**config.mk**
```make
export PLATFORM = sky130hd
export DESIGN_NAME = icmp_echo_responder
export DESIGN_NICKNAME = d
export VERILOG_FILES = /design/src/hw/icmp_pkg.sv /design/src/hw/icmp_meta_ifc.sv /design/src/hw/icmp_strm_ifc.sv /design/src/hw/icmp_echo_responder.sv /design/src/hw/icmp_reply_tx.sv /design/src/hw/icmp_pld_fifo.sv /design/src/hw/icmp_hdr_parser.sv
export VERILOG_INCLUDE_DIRS = /design/src /design/src/hw
export SDC_FILE = /design/constraint.sdc
export NUM_CORES = 2
export LEC_CHECK = 0
export BUFFER_PORTS_ARGS = -buffer_cell sky130_fd_sc_hd__clkbuf_2
export CORE_MARGIN = 5
export CORE_UTILIZATION = 55
export DETAILED_ROUTE_END_ITERATION = 10
export PLACE_DENSITY = 0.74
export SLEW_MARGIN = 20
export SYNTH_ARGS = -nofsm -noshare
export SYNTH_HDL_FRONTEND = slang
export SYNTH_SLANG_ARGS = --single-unit
```
**constraint.sdc**
```tcl
create_clock -name clk -period 4.9 [get_ports clk]
set_input_delay 0.245 -clock clk [delete_from_list [all_inputs] [get_ports clk]]
set_output_delay 0.245 -clock clk [all_outputs]
set_load 0.02 [all_outputs]
```
**src/hw/icmp_params.svh**
```systemverilog
`ifndef ICMP_PARAMS_SVH
`define ICMP_PARAMS_SVH

// ICMP header length in bytes: type, code, checksum, identifier, sequence
`define ICMP_HDR_LEN 8

// Payload buffer depth in bytes, also the largest payload that gets a reply
`define ICMP_PLD_DEPTH 256

// TTL placed in the IPv4 fields of every reply
`define ICMP_REPLY_TTL 128

`endif
```
**src/hw/icmp_pkg.sv**
```systemverilog
`default_nettype none

package icmp_pkg;

  // Message type codes
  localparam logic [7:0] ICMP_ECHO_REPLY   = 8'd0;
  localparam logic [7:0] ICMP_ECHO_REQUEST = 8'd8;

  typedef logic [31:0] ip_addr_t;

  // Wire order, first byte in the MSBs
  typedef struct packed {
    logic [7:0]  icmp_type;
    logic [7:0]  icmp_code;
    logic [15:0] cks;
    logic [15:0] id;
    logic [15:0] seq;
  } icmp_hdr_t;

  typedef struct packed {
    ip_addr_t    src;
    ip_addr_t    dst;
    logic [15:0] id;
    logic [7:0]  qos;
    logic [15:0] len;  // IPv4 total length
    logic [7:0]  ttl;
  } ipv4_meta_t;

endpackage

`default_nettype wire

```
**src/hw/icmp_meta_ifc.sv**
```systemverilog
`default_nettype none
`timescale 1ns/1ps

interface icmp_meta_ifc;
  import icmp_pkg::*;

  icmp_hdr_t   hdr;       // Reply header, checksum already adjusted
  ipv4_meta_t  ip;        // Reply IPv4 fields
  logic [15:0] pld_len;
  logic        accept;    // Pulse, answer this message
  logic        drop;      // Pulse, discard this message
  logic        hdr_done;  // Current rx byte is a payload byte
  logic        busy;

  modport parser (
    output hdr,
    output ip,
    output pld_len,
    output accept,
    output drop,
    output hdr_done,
    input  busy
  );

  modport tx (
    input  hdr,
    input  ip,
    input  pld_len,
    input  accept,
    input  drop,
    output busy
  );

endinterface

`default_nettype wire

```
**src/hw/icmp_strm_ifc.sv**
```systemverilog
`default_nettype none
`timescale 1ns/1ps

// Byte stream, a message is a contiguous run of val from sof to eof
interface icmp_strm_ifc;

  logic [7:0] dat;
  logic       val;
  logic       sof;  // Only meaningful with val
  logic       eof;  // Only meaningful with val

  modport source (
    output dat,
    output val,
    output sof,
    output eof
  );

  modport sink (
    input dat,
    input val,
    input sof,
    input eof
  );

endinterface

`default_nettype wire

```
**src/hw/icmp_echo_responder.sv**
```systemverilog
`default_nettype none
`timescale 1ns/1ps

module icmp_echo_responder (
  input  logic               clk,
  input  logic               fsm_rst,
  input  logic [7:0]         rx_dat,
  input  logic               rx_val,
  input  logic               rx_sof,
  input  logic               rx_eof,
  input  icmp_pkg::ip_addr_t rx_src_ip,
  input  logic [15:0]        rx_ip_id,
  input  logic [7:0]         rx_ip_qos,
  input  logic [15:0]        rx_ip_len,
  input  icmp_pkg::ip_addr_t dev_ip,
  output logic               tx_rdy,
  input  logic               tx_req,
  input  logic               tx_err,
  output logic [7:0]         tx_dat,
  output logic               tx_val,
  output logic               tx_sof,
  output logic               tx_eof,
  output icmp_pkg::ip_addr_t tx_src_ip,
  output icmp_pkg::ip_addr_t tx_dst_ip,
  output logic [15:0]        tx_ip_id,
  output logic [7:0]         tx_ip_qos,
  output logic [15:0]        tx_ip_len,
  output logic [7:0]         tx_ttl,
  output logic               busy
);

  icmp_strm_ifc rx_strm ();
  icmp_strm_ifc tx_strm ();
  icmp_meta_ifc meta ();

  logic [7:0] fifo_dat;
  logic       fifo_rd;
  logic       fifo_flush;

  assign rx_strm.dat = rx_dat;
  assign rx_strm.val = rx_val;
  assign rx_strm.sof = rx_sof;
  assign rx_strm.eof = rx_eof;

  assign tx_dat = tx_strm.dat;
  assign tx_val = tx_strm.val;
  assign tx_sof = tx_strm.sof;
  assign tx_eof = tx_strm.eof;
  assign busy   = meta.busy;

  icmp_hdr_parser u_parser (
    .clk       (clk),
    .fsm_rst   (fsm_rst),
    .rx        (rx_strm.sink),
    .rx_src_ip (rx_src_ip),
    .rx_ip_id  (rx_ip_id),
    .rx_ip_qos (rx_ip_qos),
    .rx_ip_len (rx_ip_len),
    .dev_ip    (dev_ip),
    .meta      (meta.parser)
  );

  // Payload bytes of the request stream the parser sees
  icmp_pld_fifo u_fifo (
    .clk     (clk),
    .fsm_rst (fsm_rst),
    .wr_dat  (rx_strm.dat),
    .wr_en   (meta.hdr_done),
    .flush   (fifo_flush),
    .rd_en   (fifo_rd),
    .rd_dat  (fifo_dat),
    .empty   ()
  );

  icmp_reply_tx u_tx (
    .clk        (clk),
    .fsm_rst    (fsm_rst),
    .meta       (meta.tx),
    .fifo_dat   (fifo_dat),
    .fifo_rd    (fifo_rd),
    .fifo_flush (fifo_flush),
    .tx_rdy     (tx_rdy),
    .tx_req     (tx_req),
    .tx_err     (tx_err),
    .tx         (tx_strm.source),
    .tx_src_ip  (tx_src_ip),
    .tx_dst_ip  (tx_dst_ip),
    .tx_ip_id   (tx_ip_id),
    .tx_ip_qos  (tx_ip_qos),
    .tx_ip_len  (tx_ip_len),
    .tx_ttl     (tx_ttl)
  );

endmodule

`default_nettype wire

```
**src/hw/icmp_reply_tx.sv**
```systemverilog
`default_nettype none
`timescale 1ns/1ps
`include "icmp_params.svh"

module icmp_reply_tx (
  input  logic               clk,
  input  logic               fsm_rst,
  icmp_meta_ifc.tx           meta,
  input  logic [7:0]         fifo_dat,
  output logic               fifo_rd,
  output logic               fifo_flush,
  output logic               tx_rdy,
  input  logic               tx_req,
  input  logic               tx_err,
  icmp_strm_ifc.source       tx,
  output icmp_pkg::ip_addr_t tx_src_ip,
  output icmp_pkg::ip_addr_t tx_dst_ip,
  output logic [15:0]        tx_ip_id,
  output logic [7:0]         tx_ip_qos,
  output logic [15:0]        tx_ip_len,
  output logic [7:0]         tx_ttl
);
  import icmp_pkg::*;

  logic [`ICMP_HDR_LEN-1:0][7:0] hdr_sr;
  ipv4_meta_t  ip_r;
  logic [15:0] pld_len;
  logic [15:0] byte_cnt;
  logic        load;
  logic        start;
  logic        abort;
  logic        near_end;
  logic        pld_phase;

  assign load      = meta.accept && !meta.busy;
  assign start     = tx_rdy && tx_req;
  assign abort     = meta.busy && tx_err;
  assign near_end  = tx.val && (byte_cnt == pld_len + 16'(`ICMP_HDR_LEN - 2));  // Byte before eof
  assign pld_phase = byte_cnt >= 16'(`ICMP_HDR_LEN);

  assign fifo_flush = meta.drop || abort || tx.eof;

  always_ff @(posedge clk) begin
    if (fsm_rst || abort) begin
      meta.busy <= 1'b0;
      tx_rdy    <= 1'b0;
    end else begin
      if (load) begin
        meta.busy <= 1'b1;
        tx_rdy    <= 1'b1;
      end else if (start) begin
        tx_rdy <= 1'b0;
      end
      if (tx.eof) meta.busy <= 1'b0;
    end
  end

  always_ff @(posedge clk) begin
    if (fsm_rst || abort) begin
      tx.val   <= 1'b0;
      tx.sof   <= 1'b0;
      tx.eof   <= 1'b0;
      byte_cnt <= '0;
    end else begin
      if (start) begin
        tx.val   <= 1'b1;
        tx.sof   <= 1'b1;
        byte_cnt <= '0;
      end else if (tx.val) begin
        tx.sof   <= 1'b0;
        byte_cnt <= byte_cnt + 16'd1;
      end
      tx.eof <= near_end;
      if (tx.eof) tx.val <= 1'b0;
    end
  end

  // Read starts two bytes before the header ends to cover the FIFO latency
  always_ff @(posedge clk) begin
    if (fsm_rst || abort) begin
      fifo_rd <= 1'b0;
    end else if (tx.val && (byte_cnt == 16'(`ICMP_HDR_LEN - 2)) && (pld_len != 16'd0)) begin
      fifo_rd <= 1'b1;
    end else if (near_end) begin
      fifo_rd <= 1'b0;
    end
  end

  always_ff @(posedge clk) begin
    if (load) begin
      hdr_sr  <= meta.hdr;
      ip_r    <= meta.ip;
      pld_len <= meta.pld_len;
    end else if (tx.val) begin
      hdr_sr <= {hdr_sr[`ICMP_HDR_LEN-2:0], 8'h00};
    end
  end

  assign tx.dat = pld_phase ? fifo_dat : hdr_sr[`ICMP_HDR_LEN-1];

  assign tx_src_ip = ip_r.src;
  assign tx_dst_ip = ip_r.dst;
  assign tx_ip_id  = ip_r.id;
  assign tx_ip_qos = ip_r.qos;
  assign tx_ip_len = ip_r.len;
  assign tx_ttl    = ip_r.ttl;

endmodule

`default_nettype wire

```
**src/hw/icmp_pld_fifo.sv**
```systemverilog
`default_nettype none
`timescale 1ns/1ps
`include "icmp_params.svh"

module icmp_pld_fifo (
  input  logic       clk,
  input  logic       fsm_rst,
  input  logic [7:0] wr_dat,
  input  logic       wr_en,
  input  logic       flush,
  input  logic       rd_en,
  output logic [7:0] rd_dat,
  output logic       empty
);

  localparam int AW = $clog2(`ICMP_PLD_DEPTH);

  logic [7:0]  mem [`ICMP_PLD_DEPTH];
  logic [AW:0] wr_ptr;  // Extra bit tells full from empty
  logic [AW:0] rd_ptr;
  logic        full;
  logic        do_wr;
  logic        do_rd;

  assign empty = (wr_ptr == rd_ptr);
  assign full  = (wr_ptr[AW] != rd_ptr[AW]) && (wr_ptr[AW-1:0] == rd_ptr[AW-1:0]);

  // Oversized payloads stop at full, the parser drops them anyway
  assign do_wr = wr_en && !full;
  assign do_rd = rd_en && !empty;

  always_ff @(posedge clk) begin
    if (fsm_rst || flush) begin
      wr_ptr <= '0;
      rd_ptr <= '0;
    end else begin
      if (do_wr) wr_ptr <= wr_ptr + 1'b1;
      if (do_rd) rd_ptr <= rd_ptr + 1'b1;
    end
  end

  always_ff @(posedge clk) begin
    if (do_wr) mem[wr_ptr[AW-1:0]] <= wr_dat;
  end

  // Registered read, data one cycle after rd_en
  always_ff @(posedge clk) begin
    if (do_rd) rd_dat <= mem[rd_ptr[AW-1:0]];
  end

endmodule

`default_nettype wire

```
**src/hw/icmp_hdr_parser.sv**
```systemverilog
`default_nettype none
`timescale 1ns/1ps
`include "icmp_params.svh"

module icmp_hdr_parser (
  input  logic               clk,
  input  logic               fsm_rst,
  icmp_strm_ifc.sink         rx,
  input  icmp_pkg::ip_addr_t rx_src_ip,
  input  logic [15:0]        rx_ip_id,
  input  logic [7:0]         rx_ip_qos,
  input  logic [15:0]        rx_ip_len,
  input  icmp_pkg::ip_addr_t dev_ip,
  icmp_meta_ifc.parser       meta
);
  import icmp_pkg::*;

  logic [`ICMP_HDR_LEN-1:0][7:0] hdr_b;
  icmp_hdr_t   req_hdr;
  ipv4_meta_t  ip_r;
  logic [15:0] byte_cnt;
  logic [15:0] byte_idx;
  logic [15:0] msg_len;
  logic [16:0] cks_sum;
  logic        in_msg;
  logic        start;
  logic        take;
  logic        is_echo;
  logic        hdr_ok;
  logic        len_ok;

  // A request that shows up while a reply is pending is ignored whole
  assign start    = rx.val && rx.sof && !meta.busy;
  assign take     = start || (rx.val && in_msg && !rx.sof);
  assign byte_idx = rx.sof ? 16'd0 : byte_cnt;
  assign msg_len  = byte_idx + 16'd1;

  assign req_hdr = hdr_b;
  assign is_echo = (req_hdr.icmp_type == ICMP_ECHO_REQUEST) && (req_hdr.icmp_code == 8'h00);
  assign hdr_ok  = msg_len >= 16'(`ICMP_HDR_LEN);
  assign len_ok  = msg_len <= 16'(`ICMP_HDR_LEN + `ICMP_PLD_DEPTH);

  assign meta.hdr_done = take && (byte_idx >= 16'(`ICMP_HDR_LEN));

  always_ff @(posedge clk) begin
    if (fsm_rst) begin
      in_msg      <= 1'b0;
      byte_cnt    <= '0;
      meta.accept <= 1'b0;
      meta.drop   <= 1'b0;
    end else begin
      meta.accept <= 1'b0;
      meta.drop   <= 1'b0;
      if (take) begin
        byte_cnt <= msg_len;
        in_msg   <= !rx.eof;
        if (rx.eof) begin
          if (is_echo && hdr_ok && len_ok) meta.accept <= 1'b1;
          else meta.drop <= 1'b1;  // Wrong type, short header or oversized payload
        end
      end
    end
  end

  // Header bytes land MSB first so the array lines up with icmp_hdr_t
  always_ff @(posedge clk) begin
    if (take && (byte_idx < 16'(`ICMP_HDR_LEN)))
      hdr_b[3'(`ICMP_HDR_LEN - 1) - byte_idx[2:0]] <= rx.dat;
    if (take && rx.eof)
      meta.pld_len <= msg_len - 16'(`ICMP_HDR_LEN);
  end

  // Reply addressing is fixed at sof
  always_ff @(posedge clk) begin
    if (start) begin
      ip_r.src <= dev_ip;
      ip_r.dst <= rx_src_ip;
      ip_r.id  <= rx_ip_id;
      ip_r.qos <= rx_ip_qos;
      ip_r.len <= rx_ip_len;
      ip_r.ttl <= 8'(`ICMP_REPLY_TTL);
    end
  end

  assign meta.ip = ip_r;

  // Type 8 to 0 raises the checksum by 0x0800, fold the carry back in
  assign cks_sum = {1'b0, req_hdr.cks} + 17'h00800;

  always_comb begin
    meta.hdr           = req_hdr;
    meta.hdr.icmp_type = ICMP_ECHO_REPLY;
    meta.hdr.icmp_code = 8'h00;
    meta.hdr.cks       = cks_sum[15:0] + 16'(cks_sum[16]);
  end

endmodule

`default_nettype wire

```
Word-level counts from Yosys, hierarchy flattened
Memories as Yosys holds them, arrays and structs flattened. A register that Yosys moved wholly into a read port is not among the register bits.
Index checks and enable logic that the tools add are counted.
- register bits: 427
- bits in writable memories: 2048
- output and inout bits: 125
- logic and storage cells: 122
- memories: 1
- memory list (memory ; words ; bits a word ; read ports ; clocked after memory_dff ; wr ports ; line ; text):
    u_fifo.mem ; 256 ; 8 ; 1 ; 1 ; 1 ; icmp_pld_fifo.sv:18 ; logic [7:0] mem [`ICMP_PLD_DEPTH];
- add/sub/neg operators: 9
- magnitude comparators: 7
- eq/ne operators: 6
- mux-type cells: 17
- bitwise gates (word level): 2
- reduce and logical (&&, ||, !) cells: 39
- operators with widths (kind ; number):
    48-bit two-way mux ; 2
    64-bit bitwise mux ; 1
    16-bit by 4-bit >= comparator with 1-bit output (second input constant) ; 3
    16-bit by 1-bit adder with 16-bit output (second input constant) ; 2
    8-bit demux with 3-bit select ; 1
    1-bit logical AND ; 20
    9-bit by 1-bit adder with 9-bit output (second input constant) ; 2
    16-bit by 12-bit adder with 17-bit output (second input constant) ; 1
    16-bit by 1-bit adder with 16-bit output ; 1
    16-bit by 3-bit adder with 16-bit output (second input constant) ; 1
    16-bit equality test ; 1
    16-bit by 3-bit equality test with 1-bit output (second input constant) ; 1
    16-bit by 9-bit <= comparator with 1-bit output (second input constant) ; 1
    16-bit by 4-bit < comparator with 1-bit output (second input constant) ; 1
    16-bit two-way mux ; 1
    8-bit two-way mux ; 2
    16-bit nonzero test ; 1
    16-bit by 4-bit subtractor with 16-bit output (second input constant) ; 1
    1-bit two-way mux ; 10
    9-bit equality test ; 1
    8-bit by 4-bit equality test with 1-bit output (second input constant) ; 1
    8-bit equality test ; 1
    8-bit zero test ; 1
    2-bit nonzero test ; 4
    other kinds (9) ; 19

Logic depth before layout (Yosys ltp)
- depth after elaboration: 7
- depth in mapped cells: 14

Hierarchy
From an unflattened synthesis, not the netlist that was laid out.
- cells, all modules: 4755
- area, all modules: 96968.0 µm²
- by module, submodules not included (module ; times used ; cells each ; area each (µm²)):
    icmp_pld_fifo ; 1 ; 3764 ; 80848.8
    icmp_reply_tx ; 1 ; 471 ; 8107.8
    icmp_hdr_parser ; 1 ; 520 ; 8011.4

Least setup slack after synthesis
Ideal clock, no wire load.
- kind: reg2reg
- start: register u_tx.meta.busy
- end: register u_tx.pld_len[0], enable pin
- library setup time: 531 ps
- arrival time: 4163 ps
- slack: 206 ps
- stages on the path, launching flop included: 4
- buffers on the path: 1
- period minus slack after synthesis: 4694 ps
- path through: dfxtp_1 nand2b_1 inv_1 clkbuf_1
- word-level cells in the longest chain between the ends: 2
- ends and longest elaborated chain (element ; line ; text):
    from (decl) ; icmp_meta_ifc.sv:31 ; output busy
    from (signal assigned) ; icmp_reply_tx.sv:45 ; meta.busy <= 1'b0;
    from (signal assigned) ; icmp_reply_tx.sv:49 ; meta.busy <= 1'b1;
    from (signal assigned) ; icmp_reply_tx.sv:54 ; if (tx.eof) meta.busy <= 1'b0;
    1-bit zero test ; icmp_reply_tx.sv:35 ; assign load = meta.accept && !meta.busy;
    1-bit logical AND ; icmp_reply_tx.sv:35 ;
    via u_tx.load ; icmp_reply_tx.sv:29 ; logic load;
    to (signal assigned) ; icmp_reply_tx.sv:93 ; pld_len <= meta.pld_len;
    to (decl) ; icmp_reply_tx.sv:27 ; logic [15:0] pld_len;
The timed path passes the listed nets, and every way through them passes these cells.
A chain may end at the register's enable or synchronous reset.

Worst setup path in the final report
- start: register u_fifo.rd_ptr[2]
- end: register u_fifo.rd_dat[6] (read register of u_fifo.mem), data pin
- word-level cells in the longest chain between the ends: 3
- ends and longest elaborated chain (element ; line ; text):
    from (decl) ; icmp_pld_fifo.sv:20 ; logic [AW:0] rd_ptr;
    from (signal assigned) ; icmp_pld_fifo.sv:38 ; if (do_rd) rd_ptr <= rd_ptr + 1'b1;
    9-bit equality test ; icmp_pld_fifo.sv:25 ; assign empty = (wr_ptr == rd_ptr);
    1-bit zero test ; icmp_pld_fifo.sv:30 ; assign do_rd = rd_en && !empty;
    1-bit logical AND ; icmp_pld_fifo.sv:30 ;
    to (decl) ; icmp_pld_fifo.sv:12 ; output logic [7:0] rd_dat,
Several ways; a longest one is shown, not always the timed one.

==> impl_metrics.csv <==
group,metric,value,unit
synthesis,netlist_area,96000,um^2
timing,finalSetupViolCount,0,
timing,setup_slack,713,ps
timing,finalCriticalPeriod,4190,ps
clocking,cts_setup_buffers,0,
drt,routedLengthMet1,87900,um
outcome,status,"finished clean",
clocking,clock_path_buffers,3,
pwr,cellPowerDensity,379,nW/um^2
setup_path,criticalPathCategory,"reg2reg",
setup_path,cp_cell_sequence,"buf_4, nor2b_2, buf_4, a22o_1, a221oi_1, o311ai_0, a2bb2oi_1, o21ai_1",
die,die_h,428,um
clocking,numCtsBuffers,229,
clocking,insertion_delay,880,ps
synthesis,synthArstFlopShare,0,%
setup_path,cp_slowest_cell,"dfxtp_4",
timing,max_freq,239,MHz
pwr,p_leak,33.6,nW
pwr,pwr-share-clk,41.8,%
setup_path,path_buf_inv,2,
drt,drc,0,
drt,dr.pass1.iters,5,
timing,holdWs,67.9,ps
synthesis,syn-mean-instance-area,20.2,um^2
final_layout,final_area,108000,um^2
setup_path,crit_required,5480,ps
drt,postRouteAntennaNets,0,
synthesis,synthTopCellsByCount,"edfxtp_1 (2408), mux4_2 (515), nor2_1 (366)",
global_routing,grt_pass1_wl,352000,um
drt,top_layer_used,"met5",
hold_path,min_path_type,"in2reg",
pwr,finalPower,41.0,mW
die,design.die.area,183000,um^2
clocking,clkTransAtPathRegs,70,ps
global_routing,grt.total_usage,26.3,%
synthesis,yosysTopAreaCellShare,75.3,%
synthesis,synth_ff_type,"edfxtp_1",
timing,fin_setup_tns,0,ps
timing,worst_clock_skew,44.1,ps
final_layout,nFillCells,11600,
synthesis,synth_cells,4751,
run,drv_cap,0,
synthesis,ys_seq_area_share,76.9,%
timing,tightest_slew,1200,ps
timing,drv_slew,0,
synthesis,synth_cell_types,83,
pwr,comb_power_share,1.3,%
pwr,pwr-share-seq,56.9,%
die,num_rows,153,
synthesis,ys_warn_count,0,
final_layout,drive_gt1_share,23.1,%
synthesis,synth.most_common_cell,"edfxtp_1",
clocking,htreeDepth,4,
pwr,internal-power,32.8,mW
timing,hold_viol_final,0,
setup_path,worstSetupStartpointType,"register",
place,dpl_cell_area,99900,um^2
final_layout,syn2layout_area_growth,12.7,%
global_routing,grt_max_degree,153,
setup_path,crit_top_cell,"buf_4",
clocking,cts_tree,"done",
place,portBuffers,235,
clocking,cts.sinks,2483,
setup_path,worstPathArrival,4760,ps
synthesis,synth.area.top_cells,"edfxtp_1 (75%), mux4_2 (12%), mux2i_1 (1.8%), dfxtp_1 (1.6%), nor2_1 (1.4%)",
place,hpwlAfterDp,146000,um
synthesis,synth_top_area_cell,"edfxtp_1",
drt,met3WireLength,28100,um
setup_path,crit_family,"compound AO/OA/AOI/OAI gates",
pwr,p_switching,8.20,mW
die,die-width,428,um
drt,via_per_inst,6.43,
place,place.gp.congestion,0.912,
synthesis,ys_ff_latch,2483,
timing,slew_headroom,19.9,%
drt,drtIter0Drc,6762,
global_routing,grt_overflow,0,
die,pin_count,244,
drt,vias,49500,
drt,totalWireLength,242000,um
setup_path,worstPathMaxFanout,34,
die,initial_utilization,55.3,%
final_layout,seq_area,73800,um^2
drt,dr_wl_met2,114000,um
drt,avgRoutedWirePerCell,31.4,um
final_layout,multi_input_area,20600,um^2
setup_path,crit_path_end_kind,"register",
global_routing,antenna_found_initial,5,
final_layout,nNetsFinal,5326,
synthesis,synth_edf_count,2408,
timing,period_share,85.4,%
timing,rsz0062_at_grt,"no",
clocking,cts_resized,0,
setup_path,slowest_delay,790,ps
pwr,ir_drop,0.000319,V
pwr,switching_share,20.0,%
place,pre_cts_slack,794,ps
global_routing,first_global_vias,49200,
die,core-area,174000,um^2
clocking,root_buffer,"clkbuf_16",
==> cell type report <==
cell class,count,area share (%)
Clock inverter,138,1.06
Inverter,29,0.112
Multi-Input combinational cell,1978,19.0
Tap cell,2325,2.69
Timing Repair Buffer,470,3.34
Clock buffer,279,5.56
Sequential cell,2483,68.2
Antenna cell,3,0.00694
==> power groups by stage <==
stage,Sequential (mW),Combinational (mW),Clock (mW)
3_5_place_dp,23.8,0.468,0
5_1_grt,23.3,0.588,18.2
2_1_floorplan,23.8,0.0718,0
6_report,23.3,0.550,17.1
3_3_place_gp,23.8,0.445,0
4_1_cts,23.3,0.545,17.3
==> worst paths after layout <==
| kind | start | endpoint | slack, ps | depth (start not counted) |
|---|---|---|---|---|
| hold / removal | rx_dat[5] | u_fifo.mem[151][5]$_DFFE_PP_ | 70 | 1 |
| setup / recovery | u_fifo.rd_ptr[2]$_SDFFE_PP0P_ | u_fifo.rd_dat[6]$_DFFE_PP_ | 710 | 8 |
| hold reg to reg | u_parser.meta.pld_len[9]$_DFFE_PP_ | u_tx.pld_len[9]$_DFFE_PP_ | 410 | 0 |
| setup reg to reg | u_fifo.rd_ptr[2]$_SDFFE_PP0P_ | u_fifo.rd_dat[6]$_DFFE_PP_ | 710 | 8 |
==> metrics by stage <==
step | utilization [%] | cells
after floorplan | - | 4757
after global placement | 57.4 | 7169
after detailed placement | 57.5 | 7171
after CTS | 62.2 | 7700
after global routing | 62.3 | 7703
final | 62.3 | 7705
==> what timing repair did <==
action,in CTS,in global routing
endpoints found under the hold margin,132,33
setup endpoints to repair,0,0
hold buffers,112,1
==> kinds of logic after synthesis <==
family	after synthesis	synth area share (%)
AO/OA/AOI/OAI	343	2.36
XOR/XNOR	89	0.826
adder cells (fa/ha/maj)	16	0.208
buffers and inverters	296	1.81
flip-flops	2483	76.9
multiplexers	706	14.2
other	2	0.00782
AND/OR/NAND/NOR	816	3.74
==> placed cells by master, fill, tap and decap left out, types with 24 or more instances in the layout <==
cell / count
a221oi_1: 27
buf_4: 96
edfxtp_1: 2408
clkbuf_1: 45
nor3_1: 24
clkinv_1: 58
o21ai_0: 67
dlygate4sd3_1: 113
clkbuf_16: 233
nand2_1: 234
clkinv_2: 38
dfxtp_1: 70
xor2_1: 46
nand3_1: 41
nor2_1: 355
clkbuf_2: 227
xnor2_1: 42
mux4_2: 515
mux2i_1: 173
inv_1: 24
a21oi_1: 91
==> sequential cells by signal (all words and copies together), names as in the netlist, 8 cells and up <==
register and cells:
u_parser.meta.pld_len 16, u_tx.tx_dst_ip 32, u_fifo.wr_ptr 9, u_tx.byte_cnt 16
u_parser.meta.ip 104, u_tx.pld_len 16, u_tx.hdr_sr 64, u_tx.tx_src_ip 32
u_fifo.rd_ptr 9, u_fifo.rd_dat 8, u_fifo.mem 2048, u_tx.tx_ip_len 16
u_tx.tx_ip_qos 8, u_parser.hdr_b 32, u_parser.byte_cnt 16, u_parser.meta.hdr 32
u_tx.tx_ip_id 16
==> per-layer routing <==
| layer | vias up | track usage [%] |
|---|---|---|
| met1 | 25400 | 36.1 |
| met5 | - | 0 |
| met3 | 605 | 6.86 |
| met4 | 2 | 10.7 |
| met2 | 3359 | 40.7 |
| li1 | 20200 | - |
No activity file was read; power rests on OpenSTA's default activity.
